## src/soc_defines.svh

```systemverilog
`ifndef SOC_DEFINES_SVH
`define SOC_DEFINES_SVH

// ======================================================================
// Bus widths
// ======================================================================

`define SOC_DATA_W 32
`define SOC_ADDR_W 32

// ======================================================================
// Address map
// ======================================================================

// Region is the top nibble of the byte address
`define SOC_REGION_RAM 4'h1
`define SOC_REGION_SYS 4'h4

// RAM depth in 32-bit words, power of two
`define SOC_RAM_WORDS 1024

// ======================================================================
// System register block
// ======================================================================

// Word offsets, taken from address bits 3:2
`define SOC_REG_LED   2'd0
`define SOC_REG_TCTRL 2'd1
`define SOC_REG_TCMP  2'd2
`define SOC_REG_TCNT  2'd3

// Board LED count
`define SOC_LED_W 10

`endif

```

## src/soc_pkg.sv

```systemverilog
`include "soc_defines.svh"

package soc_pkg;

	// Bus payload types
	typedef logic [`SOC_DATA_W-1:0] word_t;
	typedef logic [`SOC_ADDR_W-1:0] addr_t;

	// Address fields
	typedef logic [3:0] region_t;
	typedef logic [1:0] reg_off_t;

	typedef logic [`SOC_LED_W-1:0] led_t;

	// Shared bus owner
	typedef enum logic [1:0] {
		arb_idle,
		arb_grant_f,
		arb_grant_d
	} arb_state_t;

	// Top nibble selects the slave
	function automatic region_t region_of(input addr_t adr);
		return adr[`SOC_ADDR_W-1 -: 4];
	endfunction

	// Word offset inside the register block
	function automatic reg_off_t reg_off_of(input addr_t adr);
		return adr[3:2];
	endfunction

endpackage

```

## src/wb_arbiter.sv

```systemverilog
`timescale 1ns/1ps

module wb_arbiter import soc_pkg::*; (
	input  logic  clock,
	input  logic  i_arst_n,

	// Fetch master, read only
	input  logic  i_f_cyc,
	input  logic  i_f_stb,
	input  addr_t i_f_adr,
	output word_t o_f_dat,
	output logic  o_f_ack,
	output logic  o_f_err,

	// Data master
	input  logic  i_d_cyc,
	input  logic  i_d_stb,
	input  logic  i_d_we,
	input  addr_t i_d_adr,
	input  word_t i_d_dat,
	output word_t o_d_dat,
	output logic  o_d_ack,
	output logic  o_d_err,

	// Shared bus towards the decoder
	output logic  o_bus_cyc,
	output logic  o_bus_stb,
	output logic  o_bus_we,
	output addr_t o_bus_adr,
	output word_t o_bus_dat,
	input  word_t i_bus_dat,
	input  logic  i_bus_ack,
	input  logic  i_bus_err
);

	arb_state_t state;
	arb_state_t state_nxt;

	// ==================================================================
	// Grant FSM
	// ==================================================================

	always_comb begin
		state_nxt = state;
		case (state)
			arb_idle: begin
				// Data master wins a tie
				if (i_d_cyc)
					state_nxt = arb_grant_d;
				else if (i_f_cyc)
					state_nxt = arb_grant_f;
			end
			arb_grant_f: if (!i_f_cyc) state_nxt = arb_idle;
			arb_grant_d: if (!i_d_cyc) state_nxt = arb_idle;
			default: state_nxt = arb_idle;
		endcase
	end

	always_ff @(posedge clock or negedge i_arst_n) begin
		if (!i_arst_n)
			state <= arb_idle;
		else
			state <= state_nxt;
	end

	// ==================================================================
	// Bus mux and response routing
	// ==================================================================

	assign o_bus_cyc = (state == arb_grant_d) ? i_d_cyc :
	                   (state == arb_grant_f) ? i_f_cyc : 1'b0;
	assign o_bus_stb = (state == arb_grant_d) ? i_d_stb :
	                   (state == arb_grant_f) ? i_f_stb : 1'b0;
	// Fetch port never writes
	assign o_bus_we  = (state == arb_grant_d) & i_d_we;
	assign o_bus_adr = (state == arb_grant_f) ? i_f_adr : i_d_adr;
	assign o_bus_dat = i_d_dat;

	// Read data is shared, handshake only reaches the owner
	assign o_f_dat = i_bus_dat;
	assign o_d_dat = i_bus_dat;
	assign o_f_ack = (state == arb_grant_f) & i_bus_ack;
	assign o_f_err = (state == arb_grant_f) & i_bus_err;
	assign o_d_ack = (state == arb_grant_d) & i_bus_ack;
	assign o_d_err = (state == arb_grant_d) & i_bus_err;

	// A response belongs to the master that strobed under the same grant
	a_resp_to_grant: assert property (@(posedge clock) disable iff (!i_arst_n)
		(i_bus_ack || i_bus_err) |->
			state != arb_idle && $stable(state) && $past(o_bus_cyc && o_bus_stb))
		else $error("bus response outside a granted request");

endmodule

```

## config.mk

```make
export PLATFORM = sky130hd
export DESIGN_NAME = wb_arbiter
export DESIGN_NICKNAME = d
export VERILOG_FILES = /design/src/soc_pkg.sv /design/src/wb_arbiter.sv
export VERILOG_INCLUDE_DIRS = /design/src
export SDC_FILE = /design/constraint.sdc
export NUM_CORES = 1
export LEC_CHECK = 0
export BUFFER_PORTS_ARGS = -buffer_cell sky130_fd_sc_hd__buf_2
export CELL_PAD_IN_SITES_DETAIL_PLACEMENT = 0
export CELL_PAD_IN_SITES_GLOBAL_PLACEMENT = 1
export CORE_AREA = 2 2 106 108
export CTS_BUF_LIST = sky130_fd_sc_hd__clkbuf_8
export DETAILED_ROUTE_END_ITERATION = 8
export DIE_AREA = 0 0 108 110
export HOLD_SLACK_MARGIN = 0.02
export PLACE_DENSITY_LB_ADDON = 0.08
export SLEW_MARGIN = 20
export SYNTH_ARGS = -nofsm -noshare
export SYNTH_HDL_FRONTEND = slang
export SYNTH_SLANG_ARGS = --single-unit
```

## constraint.sdc

```tcl
create_clock -name clock -period 1.2 [get_ports clock]
set_input_delay 0 -clock clock [delete_from_list [all_inputs] [get_ports clock]]
set_output_delay 0 -clock clock [all_outputs]
set_load 0.03 [all_outputs]
```

After elaboration in Yosys (flattened, before gate mapping):

Cells that the tools add are included.

* eq/ne operators: 5
* multiplexer cells: 10
* bitwise gates (word level): 5
* reductions and logical operators: 2

Operator list (number)
* two-way mux 32 bit: 1
* two-way mux 2 bit: 4
* case mux 2 bit (3 select lines): 1
* AND 1 bit: 5
* two-way mux 1 bit: 4
* != test 2 bit, second input constant: 2
* != test 3 bit, second input constant: 1
* AND reduction 3 bit: 1
* equality test 2 x 1 -> 1 bit, second input constant: 1
* equality test 2 bit, second input constant: 1
* logical NOT 2 bit: 1

* register bits after elaboration: 2
* input port bits: 137
* word-level logic and storage cells: 23

Logic depth before layout (Yosys ltp):

* word-level depth: 3
* depth in mapped cells: 4
* mapped depth without buffers: 2

Worst setup path before layout:

Ideal clock, no wire load.

* path kind: reg-to-output
* from: register state[1]
* to: output o_bus_adr[0]
* arrival time: 1.132 ns
* data required time: 1.200 ns
* slack: 0.068 ns
* cell stages (with the launch flop): 5
* buffers on the path: 2
* path through: dfrtp_1 -> nand2b_1 -> buf_6 -> buf_12 -> mux2_4

* longest elaborated chain between the ends: 2

Ends and longest elaborated chain
* start, declared: line wb_arbiter.sv:36 `arb_state_t state;`
* start signal, assigned: line wb_arbiter.sv:61 `state <= arb_idle;`
* start signal, assigned: line wb_arbiter.sv:63 `state <= state_nxt;`
* equality test 2 x 1 -> 1 bit: line wb_arbiter.sv:76 `assign o_bus_adr = (state == arb_grant_f) ? i_f_adr : i_d_adr;`
* two-way mux 32 bit: line wb_arbiter.sv:76
* end, declared: line wb_arbiter.sv:29 `output addr_t o_bus_adr,`

No other way between the ends.

Worst setup path after layout:

Ends and elaborated chain as after synthesis.

==> metrics <==
status=complete, but fails checks; failing checks=negative setup slack; Setup violations, final=39; Slew Limit Fails=0; Critical Path Max Stage Delay=370 ps; Largest register FFs=2; GRT Util Overall=6.65%; vias in the first global route=about 1,200; CTS tree=yes; # nets final=371; Seq/Total Area, Yosys=3.55%; Routed WL=just under 5000 um; DRT iter0 DRCs=10; top flop regs=state (2); die footprint=11,900 sq um; PD cells=around 710 nW/um^2; mapped cell area=1410 sq um; WHS Endpoint=state[1]; Worst R2R End=state[0]; RSZ-0062 raised after global routing=yes; clk_lat worst skew=210 ps; vias per inst=between 3 and 4; met2 Use GR=12.8%; CTS clk-pin slew, worst paths=30 ps; min Tclk post-route=1410 ps; CP max stage cell=dfrtp_1; die width=108 um; Netlist cell types=12; die height=110 um; Most flops, register=state; DRC errors left=0; I/O Pins=between 200 and 300; Area Growth Syn to Fin=70.6%; slew margin rel.=58.0%; Initial Util=13.2%; Wirelength per Cell=13.3 um; CTS Sinks=2; cell row count=38; Startpoint Class=flip-flop; YS warnings=0; total congestion overflow=0; CP endpoint kind=output pin; reg2reg start=state[0]; critical-path cell list=nand2b_4 -> buf_12 -> mux2_4 -> buf_6; root buf cell=clkbuf_8; Worst Hold Path Cells=2; crit path max fanout=10; final core utilization=22.5%; syn nets=284; pin count of the biggest net entering global routing=13; register bit total from synthesis=2; ANT nets after route=0; Leak=about 1.2 nW; Final Hold Fails=0; Avg Cell Area, Syn=9.59 sq um; worst slew pin tran=628 ps; required time of the worst setup path=~1200 ps; fin worst setup slack=-206 ps; hold path start=i_d_cyc; TritonRoute pass-1 iters=3; reg-to-reg slack, setup=300 ps; core area=10,700 sq um; hold slack=around 53 ps; commonest non-fill, non-tap cell in the layout=buf_2; CTS buffer count=3; H-tree Lvls=1; met1 GRT Util=7.01%; Critical Path AT=1410 ps; share of cells above drive strength 1=about two thirds; vias=about 1,200; initial antenna violation count=0; worst vdd rail ir drop=0.000323 V; Design Power=between 1.5 and 2 mW; most frequent cells in the layout=buf_2, dlygate4sd3_1, buf_6; n_diodes=0; Hold Path Class=primary input to flip-flop; Max-Cap Viols=0; final RePlAce weighted congestion=a little over 0.7; critical path class=flip-flop to output pin; Syn Inst Count=147; period utilization=117%; Reg2Reg Depth=3; most used routing layer=met2; dpl ws=-71.7 ps; Achievable Freq=711 MHz; # port buffers=111; Global Route met3 Usage=0.999%; Final Skew=about 1.4 ps; Max clock buf depth=2; HPWL after DPL=3870 um; global-route wire length before repair=6010 um
==> per-layer routing <==
| metal | routed length [um] | up-vias |
|---|---|---|
| met4 | 81 | 0 |
| li1 | - | 549 |
| met1 | 1610 | 578 |
| met2 | 2900 | 99 |
| met5 | 0 | - |
| met3 | 378 | 9 |
==> power breakdown <==
part / total [mW] / internal, mW / switching (mW)
Clock: 0.271 / 0.213 / 0.0582
Combinational: 1.35 / 0.581 / 0.769
Sequential: 0.0759 / 0.0725 / 0.00342
Total: 1.70 / 0.866 / 0.830
==> metrics by stage <==
step / cells / instance area [sq um] / setup TNS [ps]
after floorplan: 147 / 1410 / 0
after global placement: 302 / 1410 / -1400
after detailed placement: 302 / 1410 / -1480
after CTS: 371 / 2380 / -7800
after global routing: 372 / 2410 / -9500
final: 372 / 2410 / -7210
==> how the worst max path moves through the flow <==
stage | to | slack, ps | startpoint | cells after the start
2_1_floorplan | o_bus_adr[0] | 70 | state[1] | 4
3_3_place_gp | o_bus_adr[4] | -70 | state[1] | 4
3_5_place_dp | o_bus_adr[0] | -70 | state[1] | 4
4_1_cts | o_bus_adr[27] | -250 | state[0] | 4
5_1_grt | o_bus_adr[0] | -270 | state[1] | 4
6_report | o_bus_adr[0] | -210 | state[1] | 4
==> cell usage after synthesis <==
library cell	number	area, sq um
and2_1	5	31.3
and2b_1	1	7.51
nor2b_1	1	6.26
buf_4	96	721
and2b_2	3	26.3
mux2_2	2	22.5
mux2_4	30	450
buf_6	1	11.3
buf_12	3	60.1
a22o_1	2	17.5
nand2b_1	1	6.26
dfrtp_1	2	50.1
==> area by class of cell <==
type                            instances  area (sq um)
Tap cell                              140           175
Multi-Input combinational cell         45           591
Sequential cell                         2          50.0
Clock buffer                            3          41.3
Fill cell                            1172          8290
Timing Repair Buffer                  182          1550
==> logic make-up (layout without fill, tap and decap cells) <==
| group | after synthesis | count (layout) | share of synthesized area (%) |
|---|---|---|---|
| buf+inv | 100 | 185 | 56.2 |
| mux | 32 | 32 | 33.5 |
| simple gates | 11 | 11 | 5.50 |
| compound gates | 2 | 2 | 1.24 |
| flops | 2 | 2 | 3.55 |
==> repair_timing <==
action	CTS	global route
endpoints found under the setup margin	39	39
resized for setup	82	2
hold buffers	65	0
setup buffers	0	1
pin swaps	1	0
endpoints found under the hold margin	98	0
gates cloned	1	0
==> worst max-delay path: cells and delay by family, from the launching register on <==
family	cells	cell delay, ps
flip-flops	1	370
AND/OR/NAND/NOR	1	200
buffers and inverters	2	310
multiplexers	1	310
No activity file was read; power rests on OpenSTA's default activity.
