===== config.mk =====
export PLATFORM = sky130hd
export DESIGN_NAME = sys_regs
export DESIGN_NICKNAME = d
export VERILOG_FILES = /design/src/soc_pkg.sv /design/src/sys_regs.sv
export VERILOG_INCLUDE_DIRS = /design/src
export SDC_FILE = /design/constraint.sdc
export NUM_CORES = 1
export LEC_CHECK = 0
export BUFFER_PORTS_ARGS = -buffer_cell sky130_fd_sc_hd__clkbuf_2
export CAP_MARGIN = 10
export CORE_UTILIZATION = 50
export CTS_CLUSTER_SIZE = 10
export DETAILED_ROUTE_END_ITERATION = 10
export PLACE_DENSITY = 0.86
export RECOVER_POWER = 100
export SYNTH_ARGS = -nofsm -noshare
export SYNTH_HDL_FRONTEND = slang
export SYNTH_SLANG_ARGS = --single-unit

===== constraint.sdc =====
create_clock -name clock -period 8.53 [get_ports clock]
set_clock_uncertainty 0.1 [all_clocks]
set_input_delay 0.4265 -clock clock [delete_from_list [all_inputs] [get_ports clock]]
set_output_delay 0.4265 -clock clock [all_outputs]
set_load 0.05 [all_outputs]

===== src/soc_defines.svh =====
`ifndef SOC_DEFINES_SVH
`define SOC_DEFINES_SVH

// ======================================================================
// Bus widths
// ======================================================================

`define SOC_DATA_W 32
`define SOC_ADDR_W 32

// ======================================================================
// Address map
// ======================================================================

// Region is the top nibble of the byte address
`define SOC_REGION_RAM 4'h1
`define SOC_REGION_SYS 4'h4

// RAM depth in 32-bit words, power of two
`define SOC_RAM_WORDS 1024

// ======================================================================
// System register block
// ======================================================================

// Word offsets, taken from address bits 3:2
`define SOC_REG_LED   2'd0
`define SOC_REG_TCTRL 2'd1
`define SOC_REG_TCMP  2'd2
`define SOC_REG_TCNT  2'd3

// Board LED count
`define SOC_LED_W 10

`endif


===== src/soc_pkg.sv =====
`include "soc_defines.svh"

package soc_pkg;

	// Bus payload types
	typedef logic [`SOC_DATA_W-1:0] word_t;
	typedef logic [`SOC_ADDR_W-1:0] addr_t;

	// Address fields
	typedef logic [3:0] region_t;
	typedef logic [1:0] reg_off_t;

	typedef logic [`SOC_LED_W-1:0] led_t;

	// Shared bus owner
	typedef enum logic [1:0] {
		arb_idle,
		arb_grant_f,
		arb_grant_d
	} arb_state_t;

	// Top nibble selects the slave
	function automatic region_t region_of(input addr_t adr);
		return adr[`SOC_ADDR_W-1 -: 4];
	endfunction

	// Word offset inside the register block
	function automatic reg_off_t reg_off_of(input addr_t adr);
		return adr[3:2];
	endfunction

endpackage


===== src/sys_regs.sv =====
`timescale 1ns/1ps
`include "soc_defines.svh"

module sys_regs import soc_pkg::*; (
	input  logic  clock,
	input  logic  i_arst_n,

	// Slave port
	input  logic  i_stb,
	input  logic  i_we,
	input  addr_t i_adr,
	input  word_t i_dat,
	output word_t o_dat,
	output logic  o_ack,

	output led_t  o_led,

	// Timer counter control
	output logic  o_tmr_en,
	output logic  o_tmr_load,
	output word_t o_tmr_load_val,
	output word_t o_tmr_cmp,
	input  word_t i_tmr_count,
	input  logic  i_tmr_irq
);

	reg_off_t off;
	logic     access;
	logic     wr_en;
	word_t    rd_dat;

	assign off    = reg_off_of(i_adr);
	assign access = i_stb & ~o_ack;
	assign wr_en  = access & i_we;

	// ==================================================================
	// Register writes
	// ==================================================================

	always_ff @(posedge clock or negedge i_arst_n) begin
		if (!i_arst_n) begin
			o_ack      <= 1'b0;
			o_led      <= '0;
			o_tmr_en   <= 1'b0;
			o_tmr_cmp  <= '0;
			o_tmr_load <= 1'b0;
		end else begin
			o_ack      <= access;
			// Counter write becomes a one-cycle load
			o_tmr_load <= wr_en && (off == `SOC_REG_TCNT);
			if (wr_en) begin
				case (off)
					`SOC_REG_LED:   o_led     <= i_dat[`SOC_LED_W-1:0];
					`SOC_REG_TCTRL: o_tmr_en  <= i_dat[0];
					`SOC_REG_TCMP:  o_tmr_cmp <= i_dat;
					default: ;
				endcase
			end
		end
	end

	// ==================================================================
	// Readback
	// ==================================================================

	always_comb begin
		case (off)
			`SOC_REG_LED:   rd_dat = {{(`SOC_DATA_W-`SOC_LED_W){1'b0}}, o_led};
			`SOC_REG_TCTRL: rd_dat = {{(`SOC_DATA_W-2){1'b0}}, i_tmr_irq, o_tmr_en};
			`SOC_REG_TCMP:  rd_dat = o_tmr_cmp;
			default:        rd_dat = i_tmr_count;
		endcase
	end

	always_ff @(posedge clock) begin
		if (wr_en && (off == `SOC_REG_TCNT))
			o_tmr_load_val <= i_dat;
		if (access)
			o_dat <= rd_dat;
	end

	a_ack_after_stb: assert property (@(posedge clock) disable iff (!i_arst_n)
		o_ack |-> $past(i_stb))
		else $error("register ack without a strobe");

endmodule


Yosys cells after proc, flatten, opt, wreduce, memory -nomap -nowiden
Cells that the tools add are included.
{"block": "op_classes", "n_reduce_logical": 5, "n_eq_ne": 3, "bitwise_logic": 3, "n_mux": 1}
{"operator": "case mux 32 bit (3 select lines)", "count": 1}
{"operator": "AND reduction 2 bit", "count": 3}
{"operator": "equality test 2 bit, second input constant", "count": 2}
{"operator": "AND 1 bit", "count": 2}
{"operator": "equality test 2 x 1 -> 1 bit, second input constant", "count": 1}
{"operator": "logical NOT 2 bit", "count": 1}
{"operator": "logical AND 1 bit", "count": 1}
{"operator": "NOT 1 bit", "count": 1}
{"block": "totals", "out_inout_bits": 109, "wordCells": 19, "in_bits": 101, "reg_bits": 109}

Logic depth before layout (Yosys ltp)
{"block": "depth", "depth_word": 4, "mapped_depth": 5, "ltp_nobuf": 3}

Worst setup path after synthesis
No wires, ideal clock.
{"block": "synth_timing", "kind": "register to register", "start": "register o_ack", "end": "register o_tmr_load_val[0], enable pin", "period_less_slack_ns": 3.085, "path_stages_with_launch": 3, "n_path_buf": 0, "t_arrival_ns": 2.593, "required_time_ns": 8.038, "setup_time_ns": 0.392, "slack_ns": 5.445, "path_cell_list": "dfrtp_1 > nor2b_2 > and4_1"}
{"block": "synth_via", "elab_chain_len": 4}
{"item": "start: declaration", "line_no": "sys_regs.sv:14", "rtl": "output logic o_ack,"}
{"item": "start signal: assignment", "line_no": "sys_regs.sv:48", "rtl": "o_ack <= access;"}
{"item": "NOT 1 bit", "line_no": "sys_regs.sv:33", "rtl": "assign access = i_stb & ~o_ack;"}
{"item": "AND 1 bit", "line_no": "sys_regs.sv:33"}
{"item": "net access", "line_no": "sys_regs.sv:28", "rtl": "logic access;"}
{"item": "AND 1 bit", "line_no": "sys_regs.sv:34", "rtl": "assign wr_en = access & i_we;"}
{"item": "logical AND 1 bit", "line_no": "sys_regs.sv:76", "rtl": "if (wr_en && (off == `SOC_REG_TCNT))"}
{"item": "end signal: assignment", "line_no": "sys_regs.sv:77", "rtl": "o_tmr_load_val <= i_dat;"}
{"item": "end: declaration", "line_no": "sys_regs.sv:21", "rtl": "output word_t o_tmr_load_val,"}
The timed path passes the listed nets, and every way through them passes these cells.
A chain may end at the register's enable or synchronous reset.

Worst setup path in the final report
{"block": "layout_timing", "start": "register o_ack", "end": "register o_tmr_cmp[22]"}
{"block": "layout_via", "elab_chain_len": 4}
{"item": "NOT 1 bit", "line_no": "sys_regs.sv:33"}
{"item": "AND 1 bit", "line_no": "sys_regs.sv:33"}
{"item": "net access", "line_no": "sys_regs.sv:28"}
{"item": "AND 1 bit", "line_no": "sys_regs.sv:34"}
{"item": "AND reduction 2 bit (no source line)"}
{"item": "end signal: assignment", "line_no": "sys_regs.sv:55", "rtl": "`SOC_REG_TCMP: o_tmr_cmp <= i_dat;"}
{"item": "end: declaration", "line_no": "sys_regs.sv:22", "rtl": "output word_t o_tmr_cmp,"}
The timed path passes the listed nets, and every way through them passes these cells.

==> summary.txt <==
Die Y = 95.3 um
CP Class = reg -> reg
Total gr overflow = 0
Clock Sinks = 109
H-tree levels = 3
Vias in the first global route = 2718
Crit path max fanout = 37
Final slew viol count = 189
Clock buffer count from CTS = 9
First-pass GRT wire length = 14300 um
Total iterations of the first detailed-routing run = 4
CP bufs+invs = 1
Hold Violations, Final = 0
Top_reg_cell synth = edfxtp_1
Final setup vio count = 0
Initial drt markers = 70
Adder-cell share of the synthesized area = 0%
Slew headroom = -68.3%
Worst-Margin Slew = 2.52 ns
Failing checks = capacitance limit, slew limit
# Post-CTS Setup Buffers = 0
Synth unique cells = 18
Post-synthesis xor/xnor area fraction = 0%
Hold_buf cts = 0
Fmax = 234 MHz
Max Cap Viol = 5
Pin count of the biggest net entering global routing = 46
I/O pin cnt = 210
Period utilization = 50.2%
Yosys reg bits = 109
# DRC = 0
All-Layer GR Usage = 21.7%
Register area share after synthesis = 70.1%
Post-Syn Nets = 334
Detail-routed net length per standard cell = 18.1 um
Syn Area/Cell = 18.7 um^2
N_diodes = 0
CTS tree = yes
Die W = 95.3 um
Cell taking the most area after synthesis = edfxtp_1
Hold Path Class = in -> reg
Final nets = 515
Reg2Reg Depth = 4
Top delay family on crit path = simple AND/OR/NAND/NOR gates
Hold depth = 1
Synth Instances = 233
Synth Area in Compound Gates = 1.61%
Largest stage delay, worst path = 1.58 ns
CTS clock-pin slew for the worst setup and hold paths = 0.11 ns
Ranking of synthesized cells by area = edfxtp_1 44%, dfrtp_1 26%, mux2_4 10%
Die ar. = 9080 um^2
Root Buffer = clkbuf_8
Cell Rows = 33
Clock network latency to the later pin of the worst-skew pair = 0.36 ns
Initial antenna violation count = 0
WL final = 9480 um
PortBufs = 179
DR vias/cell = 5.21
Via count = 2732
Simple-Gate Fraction of Synth Area = 4.32%
Ys async rst share = 41.3%
CP required = 8.66 ns
CP max-delay cell = and4b_1
Worst Path Arrival = 4.40 ns
Post-CTS Resized = 0
Leak = 2.05 nW
Clk buf depth = 2
Placed wire-length estimate = 6440 um
Peak supply drop = 0.162 mV
Tmin final = 4.28 ns
P&R area growth vs syn = 19.8%
Critical path depth in cells = 4
Pwr/cell area = 263 nW/um^2
Commonest non-fill, non-tap cell in the layout = clkbuf_1
Setup Total Neg Slack = 0 ns
RSZ-0062 raised after global routing = false
Fraction of layout cells with a size suffix above 1 = 19.8%
Worst Hold Slack = 0.148 ns
Mapped cell area = 4350 um^2
Crit-path cells = nor2b_4 -> clkbuf_1 -> and4b_1 -> mux2_1
Starting Density = 52.4%
Number of synthesized flops with an enable pin = 64
Commonest cells after routing, fill and taps aside = 141 x clkbuf_1, 64 x edfxtp_1, 45 x dfrtp_1, 43 x clkbuf_2, 29 x mux2_1
Mux share of post-synthesis cell area = 21.9%
CP startpoint kind = flop
Main combinational cell family by area after synthesis = multiplexers
Core area = 8300 um^2
Final RePlAce weighted congestion = 0.737
Status = finished, violations left
Warnings, synthesis = 0
Synth top area share = 44.2%
Nature of the critical path endpoint = flop
Routed Antenna Nets = 0
-- path summary, 6_finish.rpt --
| path | slack (ns) | to | from |
|---|---|---|---|
| worst max-delay path | 4.25 | o_tmr_cmp[22]$_DFFE_PN0P_ | o_ack$_DFF_PN0_ |
| worst min register to register | 0.42 | o_tmr_cmp[18]$_DFFE_PN0P_ | o_tmr_cmp[18]$_DFFE_PN0P_ |
| worst min-delay path | 0.15 | o_tmr_load_val[30]$_DFFE_PP_ | i_dat[30] |
| min in group asynchronous | 0.83 | o_tmr_cmp[6]$_DFFE_PN0P_ | i_arst_n |
| worst max register to register | 4.25 | o_tmr_cmp[22]$_DFFE_PN0P_ | o_ack$_DFF_PN0_ |
| max in group asynchronous | 6.06 | o_tmr_cmp[14]$_DFFE_PN0P_ | i_arst_n |
-- state kept, by name, indices dropped and copies added, names as in the netlist --
register	count
o_dat	32
o_tmr_cmp	32
o_tmr_load_val	32
o_led	10
o_ack	1
o_tmr_en	1
o_tmr_load	1
-- synthesized netlist by cell type (2+ instances only) --
| master | count |
|---|---|
| buf_2 | 4 |
| buf_6 | 4 |
| mux2_4 | 30 |
| nor2b_1 | 22 |
| mux2i_1 | 22 |
| clkbuf_1 | 3 |
| edfxtp_1 | 64 |
| mux4_2 | 2 |
| dfrtp_1 | 45 |
| buf_4 | 2 |
| a22o_1 | 8 |
| mux2_2 | 21 |
-- kinds of logic (layout without fill, tap and decap cells) --
family	after synthesis	after routing
compound gates	8	8
simple gates	28	28
mux	75	75
buf+inv	13	199
flops	109	109
-- stage by stage --
stage	instances	setup WS, ns	utilization (%)	power (mW)	area (um^2)
2_1_floorplan	233	5.44	-	1.02	4350
3_5_place_dp	508	5.65	64.2	1.14	5330
6_report	524	4.25	62.8	1.37	5210
5_1_grt	524	3.89	62.8	1.43	5210
3_3_place_gp	508	5.69	64.2	1.13	5330
4_1_cts	524	5.76	66.4	1.43	5510
-- per-layer routing --
metal | vias to the layer above | share of wire [%] | track usage [%]
li1 | 1230 | - | -
met2 | 124 | 50 | 36.1
met4 | 0 | 1.3 | 8.21
met3 | 12 | 7.5 | 5.26
met1 | 1366 | 41 | 27.6
met5 | - | 0 | 0
-- where the power goes --
group          total [mW]  internal (mW)  switching, mW  leakage, nW
Combinational       0.402         0.0921          0.310        0.806
Sequential          0.677          0.632         0.0450         1.15
Clock               0.291          0.118          0.173       0.0881
Total                1.37          0.842          0.528         2.05
-- final cells by class --
| cell class | instances | area (um^2) |
|---|---|---|
| clock inverter | 5 | 43.8 |
| sequential | 109 | 3050 |
| timing repair buffer | 183 | 741 |
| clock buffer | 11 | 141 |
| fill | 733 | 3090 |
| tap | 105 | 131 |
| multi-input combinational | 111 | 1110 |
Power figures use the tool's default switching activity.
