===== src/soc_defines.svh =====
`ifndef SOC_DEFINES_SVH
`define SOC_DEFINES_SVH

// ======================================================================
// Bus widths
// ======================================================================

`define SOC_DATA_W 32
`define SOC_ADDR_W 32

// ======================================================================
// Address map
// ======================================================================

// Region is the top nibble of the byte address
`define SOC_REGION_RAM 4'h1
`define SOC_REGION_SYS 4'h4

// RAM depth in 32-bit words, power of two
`define SOC_RAM_WORDS 1024

// ======================================================================
// System register block
// ======================================================================

// Word offsets, taken from address bits 3:2
`define SOC_REG_LED   2'd0
`define SOC_REG_TCTRL 2'd1
`define SOC_REG_TCMP  2'd2
`define SOC_REG_TCNT  2'd3

// Board LED count
`define SOC_LED_W 10

`endif


===== src/soc_pkg.sv =====
`include "soc_defines.svh"

package soc_pkg;

	// Bus payload types
	typedef logic [`SOC_DATA_W-1:0] word_t;
	typedef logic [`SOC_ADDR_W-1:0] addr_t;

	// Address fields
	typedef logic [3:0] region_t;
	typedef logic [1:0] reg_off_t;

	typedef logic [`SOC_LED_W-1:0] led_t;

	// Shared bus owner
	typedef enum logic [1:0] {
		arb_idle,
		arb_grant_f,
		arb_grant_d
	} arb_state_t;

	// Top nibble selects the slave
	function automatic region_t region_of(input addr_t adr);
		return adr[`SOC_ADDR_W-1 -: 4];
	endfunction

	// Word offset inside the register block
	function automatic reg_off_t reg_off_of(input addr_t adr);
		return adr[3:2];
	endfunction

endpackage


===== src/wb_decoder.sv =====
`timescale 1ns/1ps
`include "soc_defines.svh"

module wb_decoder import soc_pkg::*; (
	input  logic  clock,
	input  logic  i_arst_n,

	// Shared bus from the arbiter
	input  logic  i_bus_cyc,
	input  logic  i_bus_stb,
	input  logic  i_bus_we,
	input  addr_t i_bus_adr,
	output word_t o_bus_dat,
	output logic  o_bus_ack,
	output logic  o_bus_err,

	// Slave strobes
	output logic  o_ram_stb,
	output logic  o_sys_stb,

	// Slave responses
	input  word_t i_ram_dat,
	input  word_t i_sys_dat,
	input  logic  i_ram_ack,
	input  logic  i_sys_ack
);

	region_t region;
	logic    req;
	logic    ram_sel;
	logic    sys_sel;

	assign region  = region_of(i_bus_adr);
	assign req     = i_bus_cyc & i_bus_stb;
	assign ram_sel = (region == `SOC_REGION_RAM);
	assign sys_sel = (region == `SOC_REGION_SYS);

	assign o_ram_stb = req & ram_sel;
	assign o_sys_stb = req & sys_sel;

	// Unmapped region, one err pulse per strobe
	always_ff @(posedge clock or negedge i_arst_n) begin
		if (!i_arst_n)
			o_bus_err <= 1'b0;
		else
			o_bus_err <= req & ~ram_sel & ~sys_sel & ~o_bus_err;
	end

	// Return path by region
	always_comb begin
		o_bus_dat = '0;
		o_bus_ack = 1'b0;
		case (region)
			`SOC_REGION_RAM: begin
				o_bus_dat = i_ram_dat;
				o_bus_ack = i_ram_ack;
			end
			`SOC_REGION_SYS: begin
				o_bus_dat = i_sys_dat;
				o_bus_ack = i_sys_ack;
			end
			default: ;
		endcase
	end

	// ==================================================================
	// Bus protocol checks
	// ==================================================================

	a_ack_err_excl: assert property (@(posedge clock) disable iff (!i_arst_n)
		!(o_bus_ack && o_bus_err))
		else $error("ack and err high together");

	// A waiting access keeps its address and direction
	a_req_stable: assert property (@(posedge clock) disable iff (!i_arst_n)
		(req && !o_bus_ack && !o_bus_err) |=>
			!i_bus_stb || ($stable(i_bus_adr) && $stable(i_bus_we)))
		else $error("bus request changed before its response");

endmodule


===== config.mk =====
export PLATFORM = sky130hd
export DESIGN_NAME = wb_decoder
export DESIGN_NICKNAME = d
export VERILOG_FILES = /design/src/soc_pkg.sv /design/src/wb_decoder.sv
export VERILOG_INCLUDE_DIRS = /design/src
export SDC_FILE = /design/constraint.sdc
export NUM_CORES = 1
export LEC_CHECK = 0
export ABC_CLOCK_PERIOD_IN_PS = 1250
export BUFFER_PORTS_ARGS = -buffer_cell sky130_fd_sc_hd__buf_4
export CORE_MARGIN = 2
export CORE_UTILIZATION = 17
export CTS_CLUSTER_DIAMETER = 80
export DETAILED_ROUTE_END_ITERATION = 10
export PLACE_DENSITY_LB_ADDON = 0.3
export SYNTH_ARGS = -nofsm -noshare
export SYNTH_HDL_FRONTEND = slang
export SYNTH_SLANG_ARGS = --single-unit

===== constraint.sdc =====
create_clock -name clock -period 1.25 [get_ports clock]
set_clock_uncertainty 0.1 [all_clocks]
set_input_delay 0.1875 -clock clock [delete_from_list [all_inputs] [get_ports clock]]
set_output_delay 0.1875 -clock clock [all_outputs]
set_load 0.01 [all_outputs]

======== Yosys cells after proc, flatten, opt, wreduce, memory -nomap -nowiden ========
Index checks and enable logic that the tools add are counted.
word-level totals
  register bits after elaboration ......... 1
  bits of input ports ..................... 103
  word-level logic and storage cells ...... 14
operators by class
  equality and inequality tests ........... 2
  multiplexer cells ....................... 2
  bitwise gates (word level) .............. 9
operators by type and width
  operator                                                          number
  32-bit one-hot mux with 2 select lines                            1
  1-bit bitwise AND                                                 6
  4-bit by 1-bit == test with 1-bit output (second input constant)  1
  4-bit by 3-bit == test with 1-bit output (second input constant)  1
  1-bit NOT                                                         3
  1-bit one-hot mux with 2 select lines                             1

======== Depth between registers and ports, before layout ========
Gate-level depths: netlist of the first run.
  depth after elaboration ................. 5
  depth in mapped cells ................... 3
  depth with buffers taken out ............ 2

======== Least setup slack after synthesis of the first run ========
OpenSTA, ideal clock, no wires.
  kind .................................... input to output
  start point ............................. in i_bus_adr[29]
  end point ............................... out o_ram_stb
  arrival time ............................ 1036 ps
  data required time ...................... 962 ps
  path slack .............................. -73 ps
  stages on the path ...................... 3
  buffers on the path ..................... 1
  cells stage by stage .................... nor4b_4 -> buf_6 -> and3_1
on the way
  longest elaborated chain between the ends .. 2
ends and longest elaborated chain
  element                                   line              source
  from (decl)                               wb_decoder.sv:12  input addr_t i_bus_adr,
  4-bit by 1-bit == test with 1-bit output  n/a
  1-bit bitwise AND                         wb_decoder.sv:38  assign o_ram_stb = req & ram_sel;
  to (decl)                                 wb_decoder.sv:18  output logic o_ram_stb,
No other way between the ends.

======== Worst setup path in the final report of the first run ========
  start point ............................. in i_bus_adr[28]
  end point ............................... out o_bus_dat[24]
on the way
  longest elaborated chain between the ends .. 2
  elaborated cells between the ends (all ways) .. 3
  classes of those cells .................. 2 x eq/ne; 1 x mux
ends and longest elaborated chain
  element                                                                                                      line              source
  4-bit by 3-bit == test with 1-bit output / 4-bit by 1-bit == test with 1-bit output (equally long branches)  wb_decoder.sv:53  case (region)
  32-bit one-hot mux with 2 select lines *                                                                     wb_decoder.sv:53
  to (decl)                                                                                                    wb_decoder.sv:13  output word_t o_bus_dat,
Mark *: on every way between the ends. The rest lies on a longest branch, timed or not.

==> results of run 1 <==
per-layer routing:
layer	part of all wire [%]	vias up
met5	0	-
met4	0	0
met3	7.6	0
met1	34	422
met2	59	55
li1	-	440
cells in the mapped netlist, drive strengths merged:
master and n:
nor4b 2, buf 6, a22o 33, and3 2, nor4 1, nand2 1
dfrtp 1
per-stage QoR:
stage	setup TNS, ns	std cells	util [%]	power (uW)	hold slack, ns
after floorplan	-1.33	46	-	119	-0.208
after global placement	-6.03	183	52.1	353	-0.137
after detailed placement	-6.47	183	52.1	360	-0.134
after CTS	-5.15	193	59.4	398	0.340
after global routing	-7.93	193	60.5	431	0.353
final	-5.76	193	60.5	405	0.344
cell families after synthesis:
| group | count (synthesis) | share of synthesized area (%) |
|---|---|---|
| AOI/OAI and AO/OA | 33 | 67.9 |
| buffers and inverters | 6 | 10.9 |
| and+or+nand+nor | 6 | 15.6 |
| DFF | 1 | 5.59 |
power by group through the flow:
stage / Combinational, uW / Sequential [uW] / Clock, uW
2_1_floorplan: 81.7 / 36.8 / 0
3_3_place_gp: 317 / 35.7 / 0
3_5_place_dp: 324 / 36.1 / 0
4_1_cts: 362 / 36.1 / 0
5_1_grt: 394 / 36.3 / 0
6_report: 368 / 36.1 / 0
path summary, 6_finish.rpt:
check / slack (ns) / cells past startpoint / end
max in group asynchronous: 0.54 / 2 / o_bus_err$_DFF_PN0_
min in group asynchronous: 0.42 / 2 / o_bus_err$_DFF_PN0_
worst min-delay path: 0.34 / 1 / o_bus_err$_DFF_PN0_
worst min register to register: 0.34 / 1 / o_bus_err$_DFF_PN0_
worst max register to register: 0.40 / 1 / o_bus_err$_DFF_PN0_
worst max-delay path: -0.19 / 6 / o_bus_dat[24]
cell type report:
cell class              count  area (um^2)  area share (%)
well taps                  30         37.5            2.51
flip-flops and latches      1         25.0            1.67
repair buffers            123         1040            69.2
multi-input cells          39          399            26.6
repair_timing:
action / 4_1_cts / 5_1_grt
hold buffers: 1 / 0
setup endpoints to repair: 35 / 35
setup buffers: 2 / 0
pin swaps: 6 / 4
endpoints found under the hold margin: 1 / 0
cloned: 7 / 0
gates resized for setup: 28 / 6
==> impl_results.md, run 1 <==
* Outcome: finished, violations left
* Failing checks: setup timing
* Worst path arrival time at 1.15 ns
* Layout area overhead at 234%
* DP Area at 1290 um^2
* FMAX at 695 MHz
* Internal power at 289 uW
* Critical path cell sequence: buf_8 > nor4b_4 > buf_6 > buf_6 > a22o_2 > buf_4
* First-pass GRT wire length at 4690 um
* PD cells at 270 nW/um^2
* Initial core utilization at 18.1%
* Startpoint Class: input port
* DR iter-0 viols at 28
* Met2 Resource Use GR at 37.9%
* WL final at 2920 um
* Hold Vio Cnt, Final at 0
* Min-Delay Path Class: flop to flop
* Required time worst endpoint at 0.96 ns
* Clock power share at 0%
* I/O Buffers at 109
* Vias in the first global route at 990
* Biggest register: o_bus_err
* Largest net degree at the start of global routing at 11
* Layout cells sized above 1 at 84.7%
* Cell Area, Synth at 448 um^2
* Combinational Power Share at 91.1%
* Switch Pwr at 115 uW
* Critical path capture point type: output pin
* Synth area leaders: a22o_1 (41%), a22o_2 (27%), nor4b_4 (11%)
* Vias per inst at 4.75
* Hold Startpoint: o_bus_err$_DFF_PN0_
* Ant diodes at 0
* Period utilization at 115%
* CP bufs+invs at 4
* Minimum clock period after layout at 1.44 ns
* GR Overflow Total at 0
* Most common cell after layout, fill and taps aside: buf_4
* Synthesized area per cell at 9.74 um^2
* Max FFs per register at 1
* Commonest non-fill, non-tap cells in the layout: buf_4 (101), a22o_1 (21), buf_6 (16)
* Cell mode on critical path: buf_6
* Cell row count at 18
* Via count at 917
* Gpl congestion at 0.685
* Die height at 55.3 um
* Ports at 139
* First-pass DRT Iterations at 4
* Final net count at 268
* Area leader, netlist: a22o_1
* MaxCap Viol Count at 0
* Worst Path Max Fanout at 10
* Critical Path Max Stage Delay at 0.27 ns
* Hpwl dp at 2040 um
* Worst slew pin tran at 0.229 ns
* Pre-CTS worst setup slack at -0.239 ns
* Worst setup path category: input port to output pin
* Final Setup Violations at 35
* Layout fillers at 220
* GRT Overall Usage at 18.4%
* Number of remaining DRC errors at 0
* Flops & latches, synth at 1
* Gr busiest metal: met2
* Top flop regs: o_bus_err x1
* DIE AREA at 3060 um^2
* Delay-heaviest family, CP: buffers and inverters
* YS warnings at 0
* Relative slew slack at 84.6%
* Routed Antenna Nets at 0
* CTS clk-pin slew, worst paths at 0 ns
* Cells after Synth at 46
* Post-layout instance area at 1500 um^2
* Sequential fraction of the synthesis area at 5.59%
* Die W at 55.3 um
* Setup crit start: i_bus_adr[28]
* Max Slew Vio Count at 0
* RSZ-0062 raised after global routing: true
* Sw frac at 28.5%
* Setup ws final at -0.189 ns
* VDD IR max at 0.280 mV
* Synth top area share at 41.1%
* M1 GR Usage at 19.9%
* Sequential fraction of design power at 8.9%
* Crit-path slowest cell: nor4b_4
* Skew-Pair Late Insertion Delay at 0 ns
* LEAKAGE at 0.000816 uW
* GR Layer Usage met3 at 3.28%
* Drt wl/cell at 15.1 um
* Synth cell types at 9
* Syn nets at 149
* Core Box Area at 2480 um^2
* Worst r2r src: o_bus_err$_DFF_PN0_
* Antenna violations before repair at 0
Power figures use the tool's default switching activity.
==> inputs of run 2 (changes only) <==
--- a/config.mk
+++ b/config.mk
@@ -12,7 +12,7 @@
 export CORE_UTILIZATION = 17
 export CTS_CLUSTER_DIAMETER = 80
 export DETAILED_ROUTE_END_ITERATION = 10
-export PLACE_DENSITY_LB_ADDON = 0.3
+export PLACE_DENSITY_LB_ADDON = 0.1
 export SYNTH_ARGS = -nofsm -noshare
 export SYNTH_HDL_FRONTEND = slang
 export SYNTH_SLANG_ARGS = --single-unit
==> impl_results.md, run 2 (synthesis results as in run 1) <==
* Outcome: finished, violations left
* Failing checks: setup timing
* First-pass GRT wire length at 4520 um (-3.7%)
* Minimum clock period after layout at 1.42 ns (-0.0193 ns)
* Required time worst endpoint at 0.96 ns (about the same)
* FF-to-FF path depth at 1 (unchanged)
* Clock power share at 0% (unchanged)
* Critical path cell sequence: buf_8 > nor4b_4 > buf_6 > buf_6 > and3_4 > buf_6
* Biggest register: o_bus_err
* Routed Antenna Nets at 0 (unchanged)
* R2R Setup Slk at 0.44 ns (+0.04 ns)
* Core Box Area at 2480 um^2 (unchanged)
* Switch Pwr at 119 uW (+3.7%)
* Worst Path Max Fanout at 8 (-2)
* Via count at 919 (+0.22%)
* Setup ws final at -0.170 ns (+0.0193 ns)
* Hold Vio Cnt, Final at 0 (unchanged)
* VDD IR max at 0.244 mV (-13%)
* Worst setup path category: input port to output pin
* DIE AREA at 3060 um^2 (unchanged)
* Top flop regs: o_bus_err x1
* GR Overflow Total at 0 (unchanged)
* I/O Buffers at 109 (unchanged)
* Setup Total Neg Slack at -4.80 ns (+0.965 ns)
* Number of remaining DRC errors at 0 (unchanged)
* Critical Path Max Stage Delay at 0.27 ns (about the same)
* Hpwl dp at 2000 um (-1.7%)
* RSZ-0062 raised after global routing: true
* First-pass DRT Iterations at 4 (unchanged)
* Most common cell after layout, fill and taps aside: buf_4
* Drt wl/cell at 14.8 um (-1.9%)
* Vias in the first global route at 922 (-6.9%)
* Skew-Pair Late Insertion Delay at 0 ns (unchanged)
* WHS Endpoint: o_bus_err$_DFF_PN0_
* Combinational Power Share at 91.3% (+0.2 points)
* Worst path arrival time at 1.13 ns (-0.02 ns)
* Vias per inst at 4.81 (+1.3%)
* Relative slew slack at 86.5% (+1.9 points)
* Hold Startpoint: o_bus_err$_DFF_PN0_
* CTS clk-pin slew, worst paths at 0 ns (unchanged)
* FMAX at 704 MHz (+1.4%)
* GRT Overall Usage at 17.4% (-1.1 points)
* LEAKAGE at 0.000840 uW (+3.0%)
* Critical R2R Capture: o_bus_err$_DFF_PN0_
* Internal power at 295 uW (+2.0%)
* Worst slew pin tran at 0.201 ns (-0.0282 ns)
* Pre-CTS worst setup slack at -0.262 ns (-0.0230 ns)
* Sw frac at 28.8% (+0.34 points)
* Cell row count at 18 (unchanged)
* PD cells at 268 nW/um^2 (-0.71%)
* Commonest non-fill, non-tap cells in the layout: buf_4 (90), buf_6 (26), a22o_1 (21)
* Antenna violations before repair at 0 (unchanged)
* Ports at 139 (unchanged)
* Min-Delay Path Class: flop to flop
* Ant diodes at 0 (unchanged)
* Startpoint Class: input port
* Layout cells sized above 1 at 84.5% (-0.19 points)
* Finished Core Util at 62.4% (+1.9 points)
* Crit-path slowest cell: nor4b_4
* Gpl congestion at 0.739 (+7.9%)
* Layout area overhead at 245%
* Max FFs per register at 1 (unchanged)
* Worst r2r src: o_bus_err$_DFF_PN0_
* Die W at 55.3 um (unchanged)
* Total chip power at 414 uW (+2.4%)
* MaxCap Viol Count at 0 (unchanged)
* Sequential fraction of design power at 8.7% (-0.2 points)
* Final Setup Violations at 35 (unchanged)
* Max Slew Vio Count at 0 (unchanged)
* Initial core utilization at 18.1% (unchanged)
* Critical path capture point type: output pin
* Cell mode on critical path: buf_6
* Hold path cells at 1 (unchanged)
* WL final at 2840 um (-2.9%)
* Largest net degree at the start of global routing at 11 (unchanged)
* Period utilization at 114% (-1.5 points)
* DR iter-0 viols at 25 (-11%)
* Final net count at 266 (-0.75%)
* Die height at 55.3 um (unchanged)
run 2: final cells by class:
| cell class | count | area [um^2] |
|---|---|---|
| multi-input combinational | 39 | 444 |
| tap | 30 | 37.5 |
| fill | 223 | 932 |
| timing repair buffer | 121 | 1040 |
| sequential | 1 | 25.0 |
run 2: worst max path at each step:
stage / from / endpoint / slack [ns] / cells after the start
global route: i_bus_adr[30] / o_bus_dat[12] / -0.23 / 6
global placement: i_bus_adr[31] / o_bus_dat[26] / -0.20 / 5
detailed placement: i_bus_adr[29] / o_bus_dat[26] / -0.26 / 5
finish: i_bus_adr[30] / o_ram_stb / -0.17 / 6
floorplan: i_bus_adr[31] / o_ram_stb / -0.06 / 3
CTS: i_bus_adr[30] / o_ram_stb / -0.18 / 6
run 2: power by group through the flow:
stage	combinational, uW	clock [uW]	sequential, uW
2_1_floorplan	81.7	0	36.8
3_3_place_gp	316	0	35.8
3_5_place_dp	323	0	35.8
4_1_cts	367	0	35.8
5_1_grt	403	0	36.3
6_report	379	0	35.9
run 2: per-layer routing:
layer	global-route usage, %	wire length, um
met1	20.6	1030
met2	33.7	1550
met3	3.04	258
met4	0.697	0
met5	0	0
run 2: stage by stage:
stage,hold slack [ns],instance area (um^2),instances
final,0.325,1550,191
after global routing,0.362,1550,191
after CTS,0.321,1490,191
after detailed placement,-0.135,1290,183
after global placement,-0.136,1290,183
after floorplan,-0.208,455,46
run 2: repair_timing:
action | in CTS | in global routing
hold buffers | 1 | 0
pin swaps | 9 | 3
hold endpoints to repair | 1 | 0
gates cloned | 5 | 0
setup endpoints to repair | 35 | 36
setup buffers | 2 | 0
resized for setup | 37 | 11
run 2: worst max-delay path: cells and delay by family:
family | cells | cell delay, ns
simple gates | 2 | 0.45
buf+inv | 4 | 0.48
