File: config.mk
export PLATFORM = sky130hd
export DESIGN_NAME = timer_counter
export DESIGN_NICKNAME = d
export VERILOG_FILES = /design/src/soc_pkg.sv /design/src/timer_counter.sv
export VERILOG_INCLUDE_DIRS = /design/src
export SDC_FILE = /design/constraint.sdc
export NUM_CORES = 1
export LEC_CHECK = 0
export BUFFER_PORTS_ARGS = -buffer_cell sky130_fd_sc_hd__buf_4
export CAP_MARGIN = 20
export CORE_ASPECT_RATIO = 0.75
export CORE_MARGIN = 2
export CORE_UTILIZATION = 50
export DETAILED_ROUTE_END_ITERATION = 7
export PLACE_DENSITY_LB_ADDON = 0.12
export SETUP_SLACK_MARGIN = 0.5
export SLEW_MARGIN = 20
export SYNTH_ARGS = -nofsm -noshare
export SYNTH_HDL_FRONTEND = slang
export SYNTH_SLANG_ARGS = --single-unit
File: constraint.sdc
create_clock -name clock -period 4.7 [get_ports clock]
set_input_delay 0.705 -clock clock [delete_from_list [all_inputs] [get_ports clock]]
set_output_delay 0.705 -clock clock [all_outputs]
set_load 0.05 [all_outputs]
File: src/soc_defines.svh
`ifndef SOC_DEFINES_SVH
`define SOC_DEFINES_SVH

// ======================================================================
// Bus widths
// ======================================================================

`define SOC_DATA_W 32
`define SOC_ADDR_W 32

// ======================================================================
// Address map
// ======================================================================

// Region is the top nibble of the byte address
`define SOC_REGION_RAM 4'h1
`define SOC_REGION_SYS 4'h4

// RAM depth in 32-bit words, power of two
`define SOC_RAM_WORDS 1024

// ======================================================================
// System register block
// ======================================================================

// Word offsets, taken from address bits 3:2
`define SOC_REG_LED   2'd0
`define SOC_REG_TCTRL 2'd1
`define SOC_REG_TCMP  2'd2
`define SOC_REG_TCNT  2'd3

// Board LED count
`define SOC_LED_W 10

`endif

File: src/soc_pkg.sv
`include "soc_defines.svh"

package soc_pkg;

	// Bus payload types
	typedef logic [`SOC_DATA_W-1:0] word_t;
	typedef logic [`SOC_ADDR_W-1:0] addr_t;

	// Address fields
	typedef logic [3:0] region_t;
	typedef logic [1:0] reg_off_t;

	typedef logic [`SOC_LED_W-1:0] led_t;

	// Shared bus owner
	typedef enum logic [1:0] {
		arb_idle,
		arb_grant_f,
		arb_grant_d
	} arb_state_t;

	// Top nibble selects the slave
	function automatic region_t region_of(input addr_t adr);
		return adr[`SOC_ADDR_W-1 -: 4];
	endfunction

	// Word offset inside the register block
	function automatic reg_off_t reg_off_of(input addr_t adr);
		return adr[3:2];
	endfunction

endpackage

File: src/timer_counter.sv
`timescale 1ns/1ps

module timer_counter import soc_pkg::*; (
	input  logic  clock,
	input  logic  i_arst_n,

	input  logic  i_en,
	input  logic  i_load,
	input  word_t i_load_val,
	input  word_t i_cmp,

	output word_t o_count,
	output logic  o_irq
);

	// Load wins over counting, count wraps at the top
	always_ff @(posedge clock or negedge i_arst_n) begin
		if (!i_arst_n) begin
			o_count <= '0;
		end else if (i_load) begin
			o_count <= i_load_val;
		end else if (i_en) begin
			o_count <= o_count + 1'b1;
		end
	end

	// Level interrupt, follows the compare every cycle
	always_ff @(posedge clock or negedge i_arst_n) begin
		if (!i_arst_n)
			o_irq <= 1'b0;
		else
			o_irq <= i_en & (o_count >= i_cmp);
	end

endmodule

# Word level (Yosys, flattened, before mapping)

Index checks and enable logic that the tools add are counted.

Bits of input ports: 68
Bits in registers: 33

Reductions and logical operators: 1
Add/subtract/negate cells: 1
Muxes and demuxes: 2
Magnitude comparators: 1
Bitwise operators: 1

Operator list:

| kind                  | count |
|---|---|
| $mux 32               | 2 |
| $add 32x1->32 const B | 1 |
| $ge 32x32->1          | 1 |
| $reduce_bool 2->1     | 1 |
| $and 1x1->1           | 1 |

# Logic depth before layout (Yosys ltp)

Gate-level depths: netlist (run 1).

Word-level depth: 3
Gate-level depth with buffers: 7
Mapped depth without buffers: 7

# Worst setup path before layout (run 1)

Ideal clock, no wire load.

Path type: reg2reg
Start: reg o_count[0]
End: reg o_irq
Library setup time: 134 ps
Arrival time: 2121 ps
Path buffers: 0
Path slack: 2445 ps
Clock period less this slack: 2255 ps
Cell stages (with the launch flop): 8
Data required time: 4566 ps
Cell sequence: dfrtp_1 > inv_1 > ha_1 > nand2b_1 > a2111oi_0 > o21ai_0 > a2111oi_0 > o21ai_1

Cells in the longest elaborated chain, start to end: 2

RTL lines:

| what                   | line                | text |
|---|---|---|
| from (decl)            | timer_counter.sv:12 | `output word_t o_count,` |
| from (signal assigned) | timer_counter.sv:21 | `o_count <= i_load_val;` |
| from (signal assigned) | timer_counter.sv:23 | `o_count <= o_count + 1'b1;` |
| $ge 32x32->1           | timer_counter.sv:32 | `o_irq <= i_en & (o_count >= i_cmp);` |
| $and 1x1->1            | timer_counter.sv:32 |  |
| to (signal assigned)   | timer_counter.sv:32 |  |
| to (decl)              | timer_counter.sv:13 | `output logic o_irq` |

No other way between the ends.
A chain may end at the register's enable or synchronous reset.

# Worst setup path after layout (run 1)

Ends and elaborated chain as after synthesis.

==> out/qor.csv, run 1 <==
metric,value,unit
max_freq,0.4371,GHz
postCtsSetupBuffers,0,
cp-start-kind,register,
firstDrtPassIters,4,
area_delta_synth_final,34.00,%
port_buffers,100,
ant_nets,0,
cts.path.max_buffers,2,
clkSinkCount,33,
syn_area,2584,um2
fin_crit,2288,ps
finalHoldViolCount,0,
p_seq_share,39.7,%
place.gp.congestion,0.7971,
grt_usage,22.78,%
comb_power_share,36.1,%
drv_cap,0,
tns,0,ps
antenna_found_initial,0,
grt_max_degree,65,
period_share,48.68,%
finalMaxSlewViolations,0,
p_clk_share,24.2,%
drive_above_1_share,28.50,%
nets,501,
ir_drop,154.4,uV
skew,4.243,ps
dr_total_vias,2426,
setup-violations-final,0,
ys_seq_area_share,31.96,%
cts_root_buf,clkbuf_8,
switching_share,37.98,%
final_cell_mix,"100 x buf_4, 44 x nand2_1, 35 x inv_1",
async_reset_ff_share,100.0,%
cp.arrival,2440,ps
final_cells,460,
post_cts_resized,0,
synth-edff-count,0,
ys_warn_count,0,
coreArea,4927,um2
hpwl,4799,um
first_global_vias,2239,
rsz0062_at_grt,no,
cts_tree,done,
syn-instance-count,301,
cts_made_buffers,5,
dieHeight,66.26,um
start_util,52.44,%
synth_cell_types,34,
dp_cells,453,
syn_nets,402,
synth.avg_cell_area,8.584,um2
status,completed,
relSlewSlack,61.57,%
ctsHoldBuffers,0,
powerDensity,260.0,nW/um2
wirelength,6234,um
p_switching,0.3418,mW
ys.flop_type,dfrtp_1,
whs,359.9,ps
clk_pin_slew,70,ps
min_path_type,input port to asynchronous set/reset pin,
p_leak,1.757,nW
rows,22,
diodes,0,
ios,101,
path_max_fanout,6,
total_power,0.9001,mW
drc,0,
die_area,5765,um2
crit_required,4850,ps
final_util,70.26,%
fp.dieW,87.01,um
layout_commonest_cell,buf_4,
synth_seq_cells,33,
endpoint_kind,register,
critical_path_class,register to register,
wire_per_inst,13.55,um
drt_iter0_drc,110,
htreeDepth,2,
internal_power,0.5583,mW
worstMarginPinSlew,576.5,ps
grt_first_pass_wirelength,10350,um
gr-total-overflow,0,
via_per_inst,5.274,
clock_latency,280,ps
-- flip-flops by register name (all words and copies together) (netlist names) --
name and cells:
o_count 32, o_irq 1
-- per-layer routing --
| layer | vias to the layer above | track usage, % | routed length (um) |
|---|---|---|---|
| met4 | 0 | 4.688 | 46 |
| met3 | 7 | 3.995 | 387 |
| met2 | 72 | 35.69 | 2794 |
| met5 | - | 0 | 0 |
| met1 | 1104 | 32.94 | 3005 |
| li1 | 1243 | - | - |
-- worst max-delay path: stages, from the launching register on --
cell and delay [ps]:
dfrtp_1 470, inv_1 80, ha_1 260, nand2b_1 140, a2111oi_0 430, o21ai_0 200
a2111oi_0 460, o21ai_1 120
-- path summary, 6_finish.rpt --
kind	cells past startpoint	startpoint	slack, ps	endpoint
worst max-delay path	7	o_count[0]$_DFFE_PN0P_	2410	o_irq$_DFF_PN0_
worst min-delay path	1	i_arst_n	360	o_count[13]$_DFFE_PN0P_
worst max register to register	7	o_count[0]$_DFFE_PN0P_	2410	o_irq$_DFF_PN0_
worst min register to register	2	o_count[31]$_DFFE_PN0P_	620	o_count[31]$_DFFE_PN0P_
max in group asynchronous	1	i_arst_n	4030	o_count[5]$_DFFE_PN0P_
min in group clock	2	o_count[31]$_DFFE_PN0P_	620	o_count[31]$_DFFE_PN0P_
-- synth_stat cells, types with 2 or more instances --
library cell / count / area (um2)
nand2_1: 44 / 165.2
inv_1: 35 / 131.4
dfrtp_1: 33 / 825.8
ha_1: 33 / 412.9
xor2_1: 27 / 236.5
o21ai_0: 23 / 115.1
nand3_1: 20 / 100.1
nand4_1: 14 / 87.58
o21ai_1: 13 / 65.06
a21oi_1: 9 / 45.04
clkbuf_1: 6 / 22.52
and3_1: 4 / 25.02
nor2_1: 4 / 15.01
xnor2_1: 4 / 35.03
a21o_1: 3 / 22.52
and4_1: 3 / 26.28
nor4_4: 3 / 63.81
o21a_1: 3 / 22.52
a2111oi_0: 2 / 17.52
a211oi_1: 2 / 15.01
nand3_2: 2 / 20.02
nor3_1: 2 / 10.01
-- cell families (layout without fill, tap and decap cells) --
| logic type | Yosys count | count (layout) | synth area share (%) |
|---|---|---|---|
| AOI/OAI and AO/OA | 60 | 60 | 13.37 |
| xor gates and xnor gates | 31 | 31 | 10.51 |
| muxes | 1 | 1 | 0.3874 |
| buffers and inverters | 43 | 142 | 6.392 |
| DFF | 33 | 33 | 31.96 |
| and+or+nand+nor | 100 | 100 | 21.40 |
| adders and majority gates | 33 | 33 | 15.98 |
-- power groups by stage --
stage	clock, mW	sequential [mW]	combinational, mW
global placement	0	0.360	0.320
global route	0.232	0.362	0.358
finish	0.218	0.357	0.325
floorplan	0	0.446	0.113
CTS	0.221	0.356	0.328
detailed placement	0	0.362	0.326
-- metrics by stage --
| step | area (um2) | setup WS [ps] |
|---|---|---|
| finish | 3462 | 2412 |
| global route | 3462 | 2186 |
| CTS | 3462 | 2370 |
| detailed placement | 3376 | 2116 |
| global placement | 3376 | 2181 |
| floorplan | 2584 | 2445 |
-- cell type report --
class	count	area, um2
multi-input cells	225	1593
fillers	419	1465
flip-flops and latches	33	825.8
repair buffers	100	750.7
inverters	35	131.4
clock buffers	7	86.33
well taps	60	75.07
Note: power is estimated with default switching activity, not from simulation.
==> run 2, diff against run 1 <==
--- a/config.mk
+++ b/config.mk
@@ -10,7 +10,7 @@
 export CAP_MARGIN = 20
 export CORE_ASPECT_RATIO = 0.75
 export CORE_MARGIN = 2
-export CORE_UTILIZATION = 50
+export CORE_UTILIZATION = 49
 export DETAILED_ROUTE_END_ITERATION = 7
 export PLACE_DENSITY_LB_ADDON = 0.12
 export SETUP_SLACK_MARGIN = 0.5
==> constraint.sdc (replaced) <==
create_clock -name clock -period 2.3 [get_ports clock]
set_input_delay 0.345 -clock clock [delete_from_list [all_inputs] [get_ports clock]]
set_output_delay 0.345 -clock clock [all_outputs]
set_load 0.05 [all_outputs]
==> out/qor.csv, run 2 (synthesized netlist as in run 1, its figures left out) <==
metric,value,unit
dieHeight,66.89,um
layout_commonest_cell,buf_4,
cts_made_buffers,5,
fp.dieW,87.85,um
setup-violations-final,0,
cp-start-kind,register,
violations,hold timing,
p_leak,1.823,nW
port_buffers,100,
via_per_inst,5.225,
comb_power_share,35.8,%
total_power,2.051,mW
clk_pin_slew,70,ps
worstMarginPinSlew,558.2,ps
drc,0,
cts_tree,done,
cts_root_buf,clkbuf_8,
wire_per_inst,14.29,um
htreeDepth,2,
max_freq,0.5373,GHz
critical_path_class,register to register,
relSlewSlack,62.78,%
antenna_found_initial,0,
clkSinkCount,33,
p_switching,0.7544,mW
cp.arrival,2040,ps
ctsHoldBuffers,0,
nets,508,
drt_iter0_drc,97,
reg.largest.list,"o_count: 32 flops, o_irq: 1 flops",
min_path_type,input port to asynchronous set/reset pin,
reg2regPathDepth,6,
ant_nets,0,
path_max_fanout,6,
ir_drop,436.7,uV
internal_power,1.297,mW
firstDrtPassIters,4,
die_area,5876,um2
largest_reg_flops,32,
p_seq_share,36.0,%
fin_crit,1861,ps
tns,0,ps
cts.path.max_buffers,2,
whs,-7.368,ps
finalHoldViolCount,19,
rows,22,
finalMaxSlewViolations,0,
status,"finished, violations left",
area_delta_synth_final,43.39,%
ios,101,
wirelength,6858,um
critPathLaunch,o_count[2]$_DFFE_PN0P_,
endpoint,o_irq$_DFF_PN0_,
rsz0062_at_grt,yes,
powerDensity,553.7,nW/um2
crit_required,2480,ps
coreArea,4982,um2
skew,4.149,ps
grt_first_pass_wirelength,10610,um
final_cell_mix,"107 x buf_4, 43 x nand2_1, 34 x inv_1",
drv_cap,0,
reg2reg_to,o_irq$_DFF_PN0_,
clock_latency,290,ps
first_global_vias,2295,
grt_usage,23.70,%
dr_total_vias,2508,
nFillCells,388,
place_area,3416,um2
final_util,74.36,%
start_util,51.86,%
grt_max_degree,65,
switching_share,36.78,%
period_share,80.92,%
timing.rr.start,o_count[2]$_DFFE_PN0P_,
stdcell_area,3705,um2
hpwl,5062,um
diodes,0,
endpoint_kind,register,
p_clk_share,28.2,%
place.gp.congestion,0.7710,
top_register,o_count,
gr-total-overflow,0,
drive_above_1_share,38.48,%
ff2ff_setup_slack,440,ps
-- run 2: cell count changes in the layout (fill, tap and decap cells not counted), moves of 2 or more --
| cell | delta |
|---|---|
| a2111oi_0 | -2 |
| a2111oi_4 | +2 |
| ha_1 | -2 |
| nand3_1 | -2 |
| dfrtp_2 | +20 |
| buf_4 | +7 |
| o21ai_0 | -2 |
| dfrtp_1 | -20 |
-- run 2: power by group through the flow --
stage	logic, mW	clock network, mW	registers, mW
after CTS	0.716	0.590	0.734
after global placement	0.657	0	0.743
after floorplan	0.232	0	0.920
after global routing	0.798	0.612	0.748
final	0.735	0.578	0.738
after detailed placement	0.670	0	0.747
-- run 2: final cells by class --
cell class	instances	area [um2]	area share, %
Clock inverter	1	30.03	0.8105
Tap cell	72	90.09	2.432
Timing Repair Buffer	107	803.3	21.68
Inverter	35	131.4	3.546
Multi-Input combinational cell	225	1713	46.23
Sequential cell	33	850.8	22.97
Clock buffer	7	86.33	2.330
-- run 2: routing by layer --
metal  vias up  GRT usage [%]  share of wire (%)
met5         -              0                  0
met4         0          7.115                1.1
li1       1261              -                  -
met1      1154          31.60                 45
met2        84          38.92                 49
met3         9          4.585                5.8
-- run 2: through the flow --
stage	worst slack (ps)	hold slack, ps	std cells
3_3_place_gp	262.1	319.5	465
2_1_floorplan	331.8	49.41	301
3_5_place_dp	165.5	321.9	465
4_1_cts	391.2	5.486	480
5_1_grt	366.3	12.36	480
6_report	438.8	-7.368	480
-- run 2: how the worst min path moves through the flow --
stage	from	to	slack, ps	cells after the start
floorplan	i_arst_n	o_count[0]$_DFFE_PN0P_	50	0
CTS	i_arst_n	o_count[19]$_DFFE_PN0P_	5	1
global route	i_arst_n	o_count[17]$_DFFE_PN0P_	10	1
global placement	i_arst_n	o_count[13]$_DFFE_PN0P_	320	1
detailed placement	i_arst_n	o_count[15]$_DFFE_PN0P_	320	1
finish	i_arst_n	o_count[13]$_DFFE_PN0P_	-7	1
-- run 2: timing repair --
item                       4_1_cts  5_1_grt
pin swaps                        7        8
buffers inserted                 7        0
setup endpoints to repair        8       17
resized for setup               12       11
-- run 2: worst max-delay path: stages, from the launching register on --
cell and delay, ps:
dfrtp_2 480, ha_1 290, o21a_1 180, o21ai_0 280, o21ai_2 150, a2111oi_4 290, o21ai_1 80
==> run 3, diff against run 2 <==
--- a/config.mk
+++ b/config.mk
@@ -10,7 +10,7 @@
 export CAP_MARGIN = 20
 export CORE_ASPECT_RATIO = 0.75
 export CORE_MARGIN = 2
-export CORE_UTILIZATION = 49
+export CORE_UTILIZATION = 45
 export DETAILED_ROUTE_END_ITERATION = 7
 export PLACE_DENSITY_LB_ADDON = 0.12
 export SETUP_SLACK_MARGIN = 0.5
==> constraint.sdc (replaced) <==
create_clock -name clock -period 1.52 [get_ports clock]
set_input_delay 0.228 -clock clock [delete_from_list [all_inputs] [get_ports clock]]
set_output_delay 0.228 -clock clock [all_outputs]
set_load 0.05 [all_outputs]
==> out/qor.csv, run 3 (synthesized netlist as in run 1, its figures left out) <==
metric,value,unit
status,"finished, violations left",
violations,setup timing,
critical_path_class,register to register,
final_util,89.42,%
wirelength,9897,um
port_buffers,100,
powerDensity,739.5,nW/um2
ir_drop,480.5,uV
rows,23,
ant_nets,0,
via_per_inst,5.461,
drt_iter0_drc,166,
slowest_delay,420,ps
drive_above_1_share,53.81,%
finalHoldViolCount,0,
nFillCells,232,
fin_crit,1882,ps
period_share,123.8,%
reg.largest.list,"o_count: 32 flops, o_irq: 1 flops",
final_cell_mix,"106 x buf_4, 45 x buf_6, 40 x nand2_1",
dr_total_vias,3058,
grt_first_pass_wirelength,14790,um
dieHeight,69.62,um
grt_usage,28.89,%
setup_ws,-362.5,ps
htreeDepth,2,
cp.arrival,2060,ps
hpwl,5736,um
cp-start-kind,register,
clk_pin_slew,80,ps
critPathSlowestCell,dfrtp_2,
drv_cap,0,
start_util,47.50,%
worstMarginPinSlew,470.9,ps
wire_per_inst,17.67,um
cp_cell_sequence,"ha_1, a21o_1, a211oi_2, o21ai_2, a2111oi_2, o21ai_1",
ios,101,
max_freq,0.5312,GHz
area_delta_synth_final,88.23,%
min_path_type,input port to register,
grt_max_degree,34,
crit_required,1700,ps
finalMaxSlewViolations,0,
first_global_vias,3049,
whs,140.0,ps
clock_latency,290,ps
gr-total-overflow,0,
p_leak,2.349,nW
relSlewSlack,68.61,%
cts_root_buf,clkbuf_8,
cts_made_buffers,5,
cts_tree,done,
largest_reg_flops,32,
place_ws,-499.2,ps
clkSinkCount,33,
path_max_fanout,2,
diodes,0,
top_register,o_count,
die_area,6370,um2
drc,0,
layout_commonest_cell,buf_4,
rsz0062_at_grt,yes,
cts.path.max_buffers,2,
setup-violations-final,30,
coreArea,5439,um2
place.gp.congestion,0.8520,
firstDrtPassIters,4,
nets,585,
antenna_found_initial,0,
fp.dieW,91.50,um
endpoint_kind,register,
skew,3.639,ps
==> run 3: cell types whose count changed in the layout (fill, tap and decap cells not counted), sizes merged <==
| cell | previous run | this run |
|---|---|---|
| dlygate4sd3 | 0 | 1 |
| clkinv | 0 | 1 |
| buf | 107 | 183 |
| bufinv | 1 | 0 |
==> run 3: worst max-delay path: cells and delay by family, from the launching register on <==
family | cells | cell delay [ps]
adders and majority gates | 1 | 310
AOI/OAI and AO/OA | 5 | 1030
DFF | 1 | 420
==> run 3: power breakdown <==
group,internal (mW),switching [mW]
sequential,0.975,0.0978
combinational,0.855,0.896
clock,0.410,0.363
total,2.24,1.36
==> run 3: what timing repair did <==
action                     4_1_cts  5_1_grt
cloned                           1        0
setup buffers                   12       26
setup endpoints to repair       66       66
hold endpoints to repair        33        0
hold buffers                     1        0
pin swaps                       31       28
resized for setup              124       32
==> run 3: worst paths after layout <==
kind	from	endpoint	slack [ps]	cells past startpoint
setup / recovery	o_count[6]$_DFFE_PN0P_	o_irq$_DFF_PN0_	-360	6
max in group asynchronous	i_arst_n	o_count[0]$_DFFE_PN0P_	700	2
hold reg to reg	o_count[26]$_DFFE_PN0P_	o_count[26]$_DFFE_PN0P_	660	2
min in group asynchronous	i_arst_n	o_count[12]$_DFFE_PN0P_	450	2
setup reg to reg	o_count[6]$_DFFE_PN0P_	o_irq$_DFF_PN0_	-360	6
hold / removal	i_load_val[20]	o_count[20]$_DFFE_PN0P_	140	3
==> run 3: cell type report <==
type / instances / area, um2 / share of cell area, %
Multi-Input combinational cell: 225 / 1873 / 38.51
Timing Repair Buffer: 184 / 1803 / 37.07
Sequential cell: 33 / 860.8 / 17.70
Inverter: 35 / 131.4 / 2.701
Clock buffer: 7 / 96.34 / 1.981
Tap cell: 75 / 93.84 / 1.930
Clock inverter: 1 / 5.005 / 0.1029
==> run 3: per-layer routing <==
layer | up-vias | GRT usage [%] | routed length, um
li1 | 1414 | - | -
met1 | 1459 | 36.69 | 3957
met3 | 33 | 5.000 | 648
met2 | 152 | 50.90 | 5016
met4 | 0 | 7.071 | 275
met5 | - | 0 | 0
==> run 3: through the flow <==
stage,std cells,total power [mW],area [um2],setup TNS [ps]
finish,560,3.596,4863,-3827
CTS,534,3.392,4516,-2029
detailed placement,512,2.336,3847,-1419
global route,560,3.748,4863,-6132
floorplan,301,1.777,2683,-2698
global placement,512,2.305,3847,-1062
